### src/source/video_consts.svh
`ifndef VIDEO_CONSTS_SVH
`define VIDEO_CONSTS_SVH

// screen geometry in pixels and lines
`define VIS_W       16          // visible width
`define VIS_H       8           // visible height
`define TOT_W       24          // total width incl blanking
`define TOT_H       12          // total height incl blanking
`define HS_COL      4           // column where hs fires

`define PIX_PRE     2           // index lead, matches pattern + palette latency
`define PIX_MULT    2           // clk cycles per pixel enable
`define PAL_DEPTH   16          // palette entries

// derived widths
`define X_IDX_W     $clog2(`VIS_W)
`define Y_IDX_W     $clog2(`VIS_H)
`define ROW_W       $clog2(`TOT_H)
`define COL_W       $clog2(`TOT_W)
`define PAL_IDX_W   $clog2(`PAL_DEPTH)

`endif

### src/source/gfx_pkg.sv
`include "video_consts.svh"

package gfx_pkg;

    // palette index, used both for lookups and for host write addresses
    typedef logic [`PAL_IDX_W-1:0] pal_idx_t;

endpackage

### src/source/video_pkg.sv
`include "video_consts.svh"

package video_pkg;

    typedef struct packed {
        logic [7:0] r;
        logic [7:0] g;
        logic [7:0] b;
    } rgb_t;

    typedef struct packed {
        logic [2:0]  cmd;                          // command code
        logic [7:0]  frame;                        // frame counter for CMD_FRAME
        logic [12:0] rsvd;                         // kept zero
    } ctrl_word_t;

    // pixel while de is high, command while de is low
    typedef union packed {
        rgb_t       pix;
        ctrl_word_t ctrl;
    } vid_word_u;

    localparam logic [2:0] CMD_FRAME = 3'd1;        // start of frame marker

    typedef logic [`X_IDX_W-1:0] x_index_t;
    typedef logic [`Y_IDX_W-1:0] y_index_t;

endpackage

### src/source/palette_ram.sv
`include "video_consts.svh"

module palette_ram
    import video_pkg::*;
    import gfx_pkg::*;
(
    input  logic     clk,
    input  logic     arst_n,
    input  logic     en,
    input  pal_idx_t pal_idx,
    input  logic     lookup_valid,
    input  logic     pal_wr_valid,
    input  pal_idx_t pal_wr_addr,
    input  rgb_t     pal_wr_data,
    output rgb_t     pix,                            // one enable after pal_idx
    output logic     pal_wr_ready
);

    rgb_t mem [`PAL_DEPTH];
    logic rd_busy;                                   // pix holds a visible lookup

    always_ff @(posedge clk or negedge arst_n) begin
        if (!arst_n) begin
            rd_busy <= 1'b0;
        end else if (en) begin
            rd_busy <= lookup_valid;
        end
    end

    // host waits while any stage of a visible lookup is live
    assign pal_wr_ready = !lookup_valid && !rd_busy;

    always_ff @(posedge clk) begin
        if (pal_wr_valid && pal_wr_ready) begin
            mem[pal_wr_addr] <= pal_wr_data;
        end
        if (en) begin
            pix <= mem[pal_idx];                     // registered read
        end
    end

endmodule

### src/source/pixel_clock_enable.sv
module pixel_clock_enable #(
    parameter int MULTIPLIER = 1                    // clk cycles per en pulse, 1 or more
) (
    input  logic clk,
    input  logic arst_n,
    output logic en
);

    localparam int CW = (MULTIPLIER > 1) ? $clog2(MULTIPLIER) : 1;
    localparam logic [CW-1:0] LAST = CW'(MULTIPLIER - 1);

    logic [CW-1:0] cnt;                              // position inside the pixel period

    always_ff @(posedge clk or negedge arst_n) begin
        if (!arst_n) begin
            cnt <= '0;
            en  <= 1'b0;                             // quiet until first wrap
        end else begin
            en <= (cnt == LAST);                     // one pulse per wrap
            if (cnt == LAST) begin
                cnt <= '0;
            end else begin
                cnt <= cnt + CW'(1);
            end
        end
    end

endmodule

### src/source/tile_pattern.sv
`include "video_consts.svh"

module tile_pattern
    import video_pkg::*;
    import gfx_pkg::*;
(
    input  logic     clk,
    input  logic     arst_n,
    input  logic     en,
    input  x_index_t x_index,
    input  logic     x_index_valid,
    input  y_index_t y_index,
    input  logic     y_index_valid,
    output pal_idx_t pal_idx,                        // one enable after the index
    output logic     lookup_valid                    // pal_idx belongs to a visible pixel
);

    localparam int TW = 4;                           // tile coordinate width, bit 3 selects the 8px tile

    logic [TW-1:0] tx;
    logic [TW-1:0] ty;
    logic [2:0]    tile_idx;                         // raw checkerboard colour
    logic          idx_valid;

    // zero extend so the tile bit exists even for short axes
    assign tx = TW'(x_index);
    assign ty = TW'(y_index);

    assign idx_valid = x_index_valid && y_index_valid;

    always_comb begin
        tile_idx[2]   = tx[3] ^ ty[3];               // checkerboard parity
        tile_idx[1:0] = tx[2:1] ^ {2{ty[0]}};        // shade shifts every other row
    end

    always_ff @(posedge clk or negedge arst_n) begin
        if (!arst_n) begin
            lookup_valid <= 1'b0;
        end else if (en) begin
            lookup_valid <= idx_valid;
        end
    end

    always_ff @(posedge clk) begin
        if (en) begin
            pal_idx <= idx_valid ? pal_idx_t'(tile_idx) : '0;   // entry 0 outside the window
        end
    end

endmodule

### src/source/video_sync.sv
`include "video_consts.svh"

module video_sync
    import video_pkg::*;
(
    input  logic      clk,
    input  logic      arst_n,
    input  logic      en,                            // pixel enable
    input  rgb_t      rgb_in,                        // pixel from the palette, PIX_PRE behind index
    output logic      vs,                            // one clk, start of frame
    output logic      hs,                            // one clk, HS_COL into each line
    output logic      de,                            // visible pixel window
    output logic      skip,                          // de high without en
    output logic      line_start,                    // first pixel period of each line
    output x_index_t  x_index,
    output logic      x_index_valid,
    output y_index_t  y_index,
    output logic      y_index_valid,
    output vid_word_u vid                            // pixel or control word
);

    typedef logic [`ROW_W-1:0] row_t;
    typedef logic [`COL_W-1:0] col_t;

    localparam row_t VS_ROW     = row_t'(0);
    localparam col_t VS_COL     = col_t'(0);
    localparam col_t HS_C       = col_t'(`HS_COL);
    localparam row_t LAST_ROW   = row_t'(`TOT_H - 1);
    localparam col_t LAST_COL   = col_t'(`TOT_W - 1);

    // flags are registered, so they switch one enable before the target column/row
    localparam row_t DE_ROW_SET = row_t'(`TOT_H - `VIS_H - 1);
    localparam col_t DE_COL_SET = col_t'(`TOT_W - `VIS_W - 1);
    localparam col_t X_COL_SET  = col_t'(`TOT_W - `VIS_W - `PIX_PRE - 1);
    localparam col_t X_COL_CLR  = col_t'(`TOT_W - `PIX_PRE - 1);

    row_t       cur_row;
    col_t       cur_col;
    logic       de_row;
    logic       de_col;
    logic [7:0] frame_cnt;                           // frames since reset
    logic       last_col;
    logic       last_row;

    assign last_col = (cur_col == LAST_COL);
    assign last_row = (cur_row == LAST_ROW);

    always_ff @(posedge clk or negedge arst_n) begin
        if (!arst_n) begin
            cur_row    <= '0;
            cur_col    <= '0;
            line_start <= 1'b0;
            frame_cnt  <= '0;
        end else if (en) begin
            line_start <= last_col;                  // held for the first pixel period
            if (last_col) begin
                cur_col <= '0;
                if (last_row) begin
                    cur_row   <= '0;
                    frame_cnt <= frame_cnt + 8'd1;   // wraps at 256
                end else begin
                    cur_row <= cur_row + row_t'(1);
                end
            end else begin
                cur_col <= cur_col + col_t'(1);
            end
        end
    end

    always_ff @(posedge clk or negedge arst_n) begin
        if (!arst_n) begin
            de_row <= 1'b0;
            de_col <= 1'b0;
        end else if (en) begin
            if (cur_col == DE_COL_SET) begin
                de_col <= 1'b1;
            end else if (last_col) begin
                de_col <= 1'b0;
            end
            if (last_col && cur_row == DE_ROW_SET) begin
                de_row <= 1'b1;                      // next row is the first visible one
            end else if (last_col && last_row) begin
                de_row <= 1'b0;
            end
        end
    end

    // x index runs PIX_PRE pixels ahead of de to cover the lookup pipeline
    always_ff @(posedge clk or negedge arst_n) begin
        if (!arst_n) begin
            x_index       <= '0;
            x_index_valid <= 1'b0;
        end else if (en) begin
            x_index <= x_index_valid ? x_index + x_index_t'(1) : '0;
            if (cur_col == X_COL_SET) begin
                x_index_valid <= 1'b1;
            end else if (cur_col == X_COL_CLR) begin
                x_index_valid <= 1'b0;
            end
        end
    end

    // y needs no lead, every lookup of a line lies inside that line
    always_ff @(posedge clk or negedge arst_n) begin
        if (!arst_n) begin
            y_index       <= '0;
            y_index_valid <= 1'b0;
        end else if (en && last_col) begin
            y_index <= y_index_valid ? y_index + y_index_t'(1) : '0;
            if (cur_row == DE_ROW_SET) begin
                y_index_valid <= 1'b1;
            end else if (last_row) begin
                y_index_valid <= 1'b0;
            end
        end
    end

    always_comb begin
        vs   = (cur_row == VS_ROW) && (cur_col == VS_COL) && en;
        hs   = (cur_col == HS_C) && en;
        de   = de_row && de_col;
        skip = de && !en;
        vid  = '0;                                   // blanking default
        if (de) begin
            vid.pix = rgb_in;
        end else if (vs) begin
            vid.ctrl.cmd   = CMD_FRAME;              // frame marker rides on vs
            vid.ctrl.frame = frame_cnt;
        end
    end

endmodule

### src/source/video_top.sv
`include "video_consts.svh"

module video_top
    import video_pkg::*;
    import gfx_pkg::*;
(
    input  logic      clk,
    input  logic      arst_n,
    input  logic      pal_wr_valid,                  // host palette write
    input  pal_idx_t  pal_wr_addr,
    input  rgb_t      pal_wr_data,
    output logic      pal_wr_ready,
    output logic      vs,
    output logic      hs,
    output logic      de,
    output logic      skip,
    output vid_word_u vid,
    output logic      line_start
);

    logic     en;
    x_index_t x_index;
    logic     x_index_valid;
    y_index_t y_index;
    logic     y_index_valid;
    pal_idx_t pal_idx;
    logic     lookup_valid;
    rgb_t     pix;                                   // palette colour back into the sync block

    pixel_clock_enable #(
        .MULTIPLIER(`PIX_MULT)
    ) i_pix_en (
        .clk    (clk),
        .arst_n (arst_n),
        .en     (en)
    );

    video_sync i_sync (
        .clk           (clk),
        .arst_n        (arst_n),
        .en            (en),
        .rgb_in        (pix),
        .vs            (vs),
        .hs            (hs),
        .de            (de),
        .skip          (skip),
        .line_start    (line_start),
        .x_index       (x_index),
        .x_index_valid (x_index_valid),
        .y_index       (y_index),
        .y_index_valid (y_index_valid),
        .vid           (vid)
    );

    tile_pattern i_pattern (
        .clk           (clk),
        .arst_n        (arst_n),
        .en            (en),
        .x_index       (x_index),
        .x_index_valid (x_index_valid),
        .y_index       (y_index),
        .y_index_valid (y_index_valid),
        .pal_idx       (pal_idx),
        .lookup_valid  (lookup_valid)
    );

    palette_ram i_palette (
        .clk          (clk),
        .arst_n       (arst_n),
        .en           (en),
        .pal_idx      (pal_idx),
        .lookup_valid (lookup_valid),
        .pal_wr_valid (pal_wr_valid),
        .pal_wr_addr  (pal_wr_addr),
        .pal_wr_data  (pal_wr_data),
        .pix          (pix),
        .pal_wr_ready (pal_wr_ready)
    );

endmodule

### config.mk
export PLATFORM = sky130hd
export DESIGN_NAME = video_top
export DESIGN_NICKNAME = d
export VERILOG_FILES = /design/src/source/gfx_pkg.sv /design/src/source/video_pkg.sv /design/src/source/palette_ram.sv /design/src/source/pixel_clock_enable.sv /design/src/source/tile_pattern.sv /design/src/source/video_sync.sv /design/src/source/video_top.sv
export VERILOG_INCLUDE_DIRS = /design/src /design/src/source
export SDC_FILE = /design/constraint.sdc
export NUM_CORES = 1
export LEC_CHECK = 0
export BUFFER_PORTS_ARGS = -buffer_cell sky130_fd_sc_hd__buf_2
export CORE_ASPECT_RATIO = 0.5
export CORE_MARGIN = 2
export CORE_UTILIZATION = 65
export DETAILED_ROUTE_END_ITERATION = 12
export PLACE_DENSITY = 0.85
export SLEW_MARGIN = 15
export SYNTH_ARGS = -nofsm -noshare
export SYNTH_HDL_FRONTEND = slang
export SYNTH_SLANG_ARGS = --single-unit
export TNS_END_PERCENT = 5
### constraint.sdc
create_clock -name clk -period 12.6 [get_ports clk]
set_input_delay 3.78 -clock clk [delete_from_list [all_inputs] [get_ports clk]]
set_output_delay 3.78 -clock clk [all_outputs]
set_load 0.03 [all_outputs]
**After elaboration in Yosys (flattened, before gate mapping)**

Memory sizes are Yosys's and may differ from the RTL's. A register that Yosys moved wholly into a read port is not among the register bits.
Index checks and enable logic that the tools add are counted.

- Reductions and logical operators: 26
- Equal/unequal tests: 7
- Muxes and demuxes: 18
- Bitwise gates (word level): 1
- Add/sub/neg operators: 6

Operators by type and width:

| kind | count |
|---|---|
| $eq 5x3->1 const B | 3 |
| $mux 13 | 1 |
| $logic_and 1x1->1 | 11 |
| $mux 1 | 11 |
| $mux 11 | 1 |
| $eq 5x5->1 const B | 2 |
| $reduce_and 2->1 | 5 |
| $mux 9 | 1 |
| $add 4x1->4 const B | 2 |
| $add 8x1->8 const B | 1 |
| $mux 4 | 2 |
| $reduce_bool 2->1 | 4 |
| $add 5x1->5 const B | 1 |
| $logic_not 5->1 | 1 |
| $mux 5 | 1 |
| $eq 4x2->1 const B | 1 |
| $eq 4x4->1 const B | 1 |
| $logic_not 4->1 | 1 |
| $add 3x1->3 const B | 1 |
| $logic_not 1->1 | 3 |
| $mux 3 | 1 |
| $reduce_and 3->1 | 1 |
| $xor 2x2->2 | 1 |
| $add 1x1->1 const B | 1 |

- Input port bits: 31
- Logic and storage cells: 75
- RAM bits: 384
- Register bits: 37
- Memories kept: 1
- Output and inout bits: 30

Memory list:

| name | depth | bits a word | rd ports | clocked after Yosys merged registers in | wr ports | line | text |
|---|---|---|---|---|---|---|---|
| i_palette.mem | 16 | 24 | 1 | 1 | 1 | palette_ram.sv:19 | `` rgb_t mem [`PAL_DEPTH]; `` |

**Logic depth before layout (Yosys ltp)**

- Depth after elaboration: 5
- Gate-level depth with buffers: 7
- Depth with buffers taken out: 6

**Hierarchy**

A second synthesis with hierarchy kept.

- Cell total of the unflattened synthesis: 845
- Area total of the unflattened synthesis: 17115.2 um^2

By module, submodules not included:

| module | area each (um^2) | cells an instance | times used | seq. area each (um^2) |
|---|---|---|---|---|
| palette_ram | 15217.1 | 640 | 1 | 12276.8 |
| video_sync | 1669.1 | 187 | 1 | 725.7 |
| tile_pattern | 175.2 | 15 | 1 | 115.1 |
| pixel_clock_enable | 53.8 | 3 | 1 | 50.0 |

**Worst setup path after synthesis**

OpenSTA, ideal clock, no wires.

- Kind: input-to-reg
- Start: input pal_wr_addr[0]
- End: memory i_palette.mem[0][0] in the netlist's numbering (enable)
- Setup time: 476 ps
- Stages on the path: 2
- Arrival time: 6980 ps
- Path slack: 5145 ps
- Required time: 12124 ps
- Buffers on the path: 0
- Cell sequence: or4_1 nor4b_1

RTL lines:

| item | line | text |
|---|---|---|
| start: declaration | video_top.sv:10 | `input pal_idx_t pal_wr_addr,` |
| end: declaration | palette_ram.sv:19 |  |

No word-level cell before the write port.

==> impl_summary.md <==
STA
The number of pins with negative max-slew slack in the final report is 0. The total setup violations reported at the end of the flow is 0. The number of failing hold endpoints at the final stage is 0. The highest clock rate is 149 MHz.

At the pin with the least slew margin, the transition time is between 1000 and 1500 ps. The smallest clock period supported by the final layout is computed as approximately 6700 ps. Summed over all failing endpoints, the final setup total negative slack is 0 ps. Across all hold checks on the routed design, the worst slack comes to 387 ps. Across the routed clock network, the largest skew measured is 15.4 ps. Of the available clock period, the critical path in the final layout requires 0.533. The worst pin sits at a relative slew slack of 0.298. Setup repair after global routing left no endpoint under its margin.

Critical path
Along the worst path, the maximum fanout reaches 50. The capture instance of the worst register-to-register path is i_sync.frame_cnt[1]$_DFFE_PN0P_. The register-to-register setup slack is a little over 10000 ps. The critical path startpoint is i_pix_en.en$_DFF_PN0_. The largest single stage delay on the critical path is 1060 ps. The reg-to-reg startpoint is i_pix_en.en$_DFF_PN0_. The worst setup path is launched from a register. The endpoint kind of the worst setup timing path is an output pin. The termination of the worst setup path is vid[13].

The slowest library cell on the worst path is sky130_fd_sc_hd__dfrtp_2. The data arrival at the endpoint of the critical path is 2940 ps. Traced cell by cell, the critical path runs through and3b_1, and4_1, nor2b_1, a22o_1, buf_2. The depth of the most critical reg-to-reg path is 3.

The required time reported for the critical path endpoint is 8820 ps. By startpoint and endpoint, the worst setup path is classified as register to output pin.

Clock network
CTS built an H-tree with a depth of 1. The register clock-pin slew on the reported worst setup and hold paths is roughly 70 ps. The number of gates given a new drive strength after cts is 0. In this run the clock root is driven by a sky130_fd_sc_hd__clkbuf_16.

The clock tree from TritonCTS is built. The clock tree buffer depth is 3. The count of hold-fix buffers inserted at cts is 0. The number of CTS-inserted buffers is 21. The number of setup buffers added after CTS is 0. CTS saw 250 sinks.

For the worst-skew pair, the clock arrives at the later sink with an insertion delay of 500 ps.

Pwr
The internal power component is 1270 µW. The clock group share of total power is 0.400. The fraction of power consumed by sequential logic is 0.582.

The static power due to leakage is 0.00382 µW. Of the total power, combinational logic draws 0.018. The switching fraction of total power is 0.191. The largest vdd supply drop is 0.0865 mV. Dividing total power by cell area gives a power density of between 100 and 150 nW/µm². The total power is ~1600 µW. The net load switching power is 300 µW.

Drt
The average routed wire per standard cell is 24.8 µm. In this run the remaining antenna-violating nets after routing total 0. The ratio of routed vias to standard cells is 6.31. The number of search-and-repair iterations in the first detailed-routing pass is 5. The routed layout has 4870 vias. The total detailed-routing wirelength is 19100 µm.

The starting DRC count in detailed routing is 438. The total DRC errors in the routed layout is 0.

Placed design
The cell count after placement is 734. The congestion estimate from routability-driven global placement came to 0.756. The sum of net half-perimeters after detailed placement is 10700 µm. In this run the tool buffered the top-level ports with 60 buffer cells.

Cells and area
The area growth from synthesis to layout is 12.3%. The number of nets in the layout is roughly 600. The non-filler instance count after layout is between 700 and 800. For this run, the share of the core covered by cells in the final layout is 0.753.

Registers take between 7000 and 8000 µm². The fill cell total of the finished layout is 797. The top cell types in the final layout, fill and taps aside, are 219 x sky130_fd_sc_hd__edfxtp_1, 60 x sky130_fd_sc_hd__buf_2, 48 x sky130_fd_sc_hd__mux4_2, 30 x sky130_fd_sc_hd__dfrtp_1, 28 x sky130_fd_sc_hd__mux2_2. The antenna diode count is 0. The multi-input logic area is between 2000 and 2500 µm². The library cell used most frequently in the layout, excluding fill and tap cells, is sky130_fd_sc_hd__edfxtp_1. The layout cell share with drive strength beyond 1 is 0.333.

Global route
The wire length of the first global-routing pass is 29400 µm. In the global route stage, overall resource usage came out at 0.249. The met1 track demand over resource is 0.364.

The met3 demand-to-capacity share in global routing is 0.0463. The via count of the first global-routing pass is slightly above 5000. The most utilized layer in the global route result is met2.

For this run the aggregate overflow at the end of global routing stands at 0. The initial antenna violation count is 1. Entering global routing, the biggest net connects 51 pins. The routing usage on met2 is 0.394.

Floorplan
The die footprint is around 16000 µm². The total core area is 14600 µm². The floorplan step set the die height to 90.7 µm. The horizontal die dimension is 177 µm. The initial standard-cell utilization of the core is 0.670.

The count of standard-cell rows is 31. The number of top-level pins is 61.

Yosys
Averaged over all synthesized cells, the footprint is 20.1 µm². Yosys attributes the largest share of cell area to sky130_fd_sc_hd__edfxtp_1 67%, sky130_fd_sc_hd__mux4_2 11%, sky130_fd_sc_hd__dfrtp_1 7.9%. The distinct cell type count after synthesis is 42.

The summed instance area of the synthesized netlist is 9770 µm². The register bit count reported by yosys is 250. Yosys printed 0 warnings. The synthesized design spends more area on one cell type than any other, namely sky130_fd_sc_hd__edfxtp_1. When the netlist entered floorplanning its net count stood at about 520. The instance count of the mapped netlist is 486. The share of synthesized area in the top cell type comes to 0.673. The share of the Yosys chip area taken by registers is 0.752.

Run
The number of max-cap violations is 0.

Min path
The worst hold-check path type is register to register. The worst hold path begins at i_pix_en.cnt$_DFF_PN0_.

Run status
The flow ran to the end, and the final reports show no timing, DRC or antenna violations.
==> layout make-up <==
cell class	count	area share
tap	198	0.0226
sequential	250	0.670
multi-input combinational	202	0.208
timing repair buffer	72	0.0356
clock buffer	25	0.0492
inverter	12	0.00410
clock inverter	13	0.0104
==> cell families after synthesis <==
group / count (synthesis) / synth area share
adder cells (fa/ha/maj): 7 / 0.00896
AND/OR/NAND/NOR: 80 / 0.0480
multiplexers: 79 / 0.146
XOR/XNOR: 10 / 0.00896
AO/OA/AOI/OAI: 26 / 0.0183
flip-flops: 250 / 0.752
buffers and inverters: 34 / 0.0177
==> worst min path at each step <==
stage                                       end  slack, ps  cells past startpoint
after floorplan           i_pix_en.en$_DFF_PN0_        350                      0
after global placement    i_pix_en.en$_DFF_PN0_        360                      0
after global routing      i_pix_en.en$_DFF_PN0_        400                      0
after CTS                 i_pix_en.en$_DFF_PN0_        390                      0
final                     i_pix_en.en$_DFF_PN0_        390                      0
after detailed placement  i_pix_en.en$_DFF_PN0_        370                      0
==> cells in the mapped netlist <==
master,number
sky130_fd_sc_hd__a211oi_1,1
sky130_fd_sc_hd__o22ai_1,1
sky130_fd_sc_hd__nor2b_1,1
sky130_fd_sc_hd__nor3b_1,1
sky130_fd_sc_hd__nor3_1,4
sky130_fd_sc_hd__nand2_4,1
sky130_fd_sc_hd__or2b_1,1
sky130_fd_sc_hd__inv_1,12
sky130_fd_sc_hd__ha_1,7
sky130_fd_sc_hd__buf_4,2
sky130_fd_sc_hd__and3b_2,1
sky130_fd_sc_hd__nand3_1,11
sky130_fd_sc_hd__a21o_1,1
sky130_fd_sc_hd__a21oi_1,1
sky130_fd_sc_hd__mux2i_1,3
sky130_fd_sc_hd__and3b_1,2
sky130_fd_sc_hd__or4b_1,1
sky130_fd_sc_hd__dfrtp_1,31
sky130_fd_sc_hd__buf_6,4
sky130_fd_sc_hd__nand2b_1,1
sky130_fd_sc_hd__clkbuf_1,10
sky130_fd_sc_hd__o21ai_0,11
sky130_fd_sc_hd__edfxtp_1,219
sky130_fd_sc_hd__nor4b_1,2
sky130_fd_sc_hd__buf_2,6
sky130_fd_sc_hd__o21ba_2,1
sky130_fd_sc_hd__nand4_1,6
sky130_fd_sc_hd__nand3b_1,2
sky130_fd_sc_hd__xnor2_1,9
sky130_fd_sc_hd__and4b_4,1
sky130_fd_sc_hd__and4_1,1
sky130_fd_sc_hd__and3_2,1
sky130_fd_sc_hd__nand4b_1,2
sky130_fd_sc_hd__and3_1,17
sky130_fd_sc_hd__nand2_1,10
sky130_fd_sc_hd__mux2_2,28
sky130_fd_sc_hd__or4_1,1
sky130_fd_sc_hd__a21o_2,2
sky130_fd_sc_hd__xor2_1,1
sky130_fd_sc_hd__nor2_1,13
sky130_fd_sc_hd__mux4_2,48
sky130_fd_sc_hd__a22o_1,8
==> per-layer routing <==
layer,vias to the layer above,wire [µm]
met5,-,10
met4,2,334
met3,34,1550
met2,255,9300
met1,2475,7940
li1,2104,-
==> flip-flops by register name, indices dropped and copies added, names as in the netlist, 3 cells and up <==
signal / flops
i_palette.mem: 192
i_palette.pix: 24
i_sync.frame_cnt: 8
i_sync.cur_col: 5
i_sync.cur_row: 4
i_sync.x_index: 4
i_pattern.pal_idx: 3
==> worst max-delay path: cells and delay by family (launching register included) <==
| family | cells | cell delay [ps] |
|---|---|---|
| and+or+nand+nor | 3 | 970 |
| buffers and inverters | 1 | 190 |
| DFF | 1 | 1060 |
| AOI/OAI and AO/OA | 1 | 220 |
==> power groups by stage <==
stage          logic [µW]  registers, µW  clock network, µW
6_report             28.0            914                627
5_1_grt              30.6            914                667
4_1_cts              27.9            914                635
3_5_place_dp         27.4            931                  0
3_3_place_gp         25.5            930                  0
2_1_floorplan        8.61            931                  0
==> metrics by stage <==
stage / area [µm²] / worst slack (ps)
after CTS: 11000 / 5840
after floorplan: 9770 / 5140
after global placement: 10300 / 6490
after global routing: 11000 / 5560
after detailed placement: 10300 / 6370
final: 11000 / 5880
Note: power is estimated with default switching activity, not from simulation.
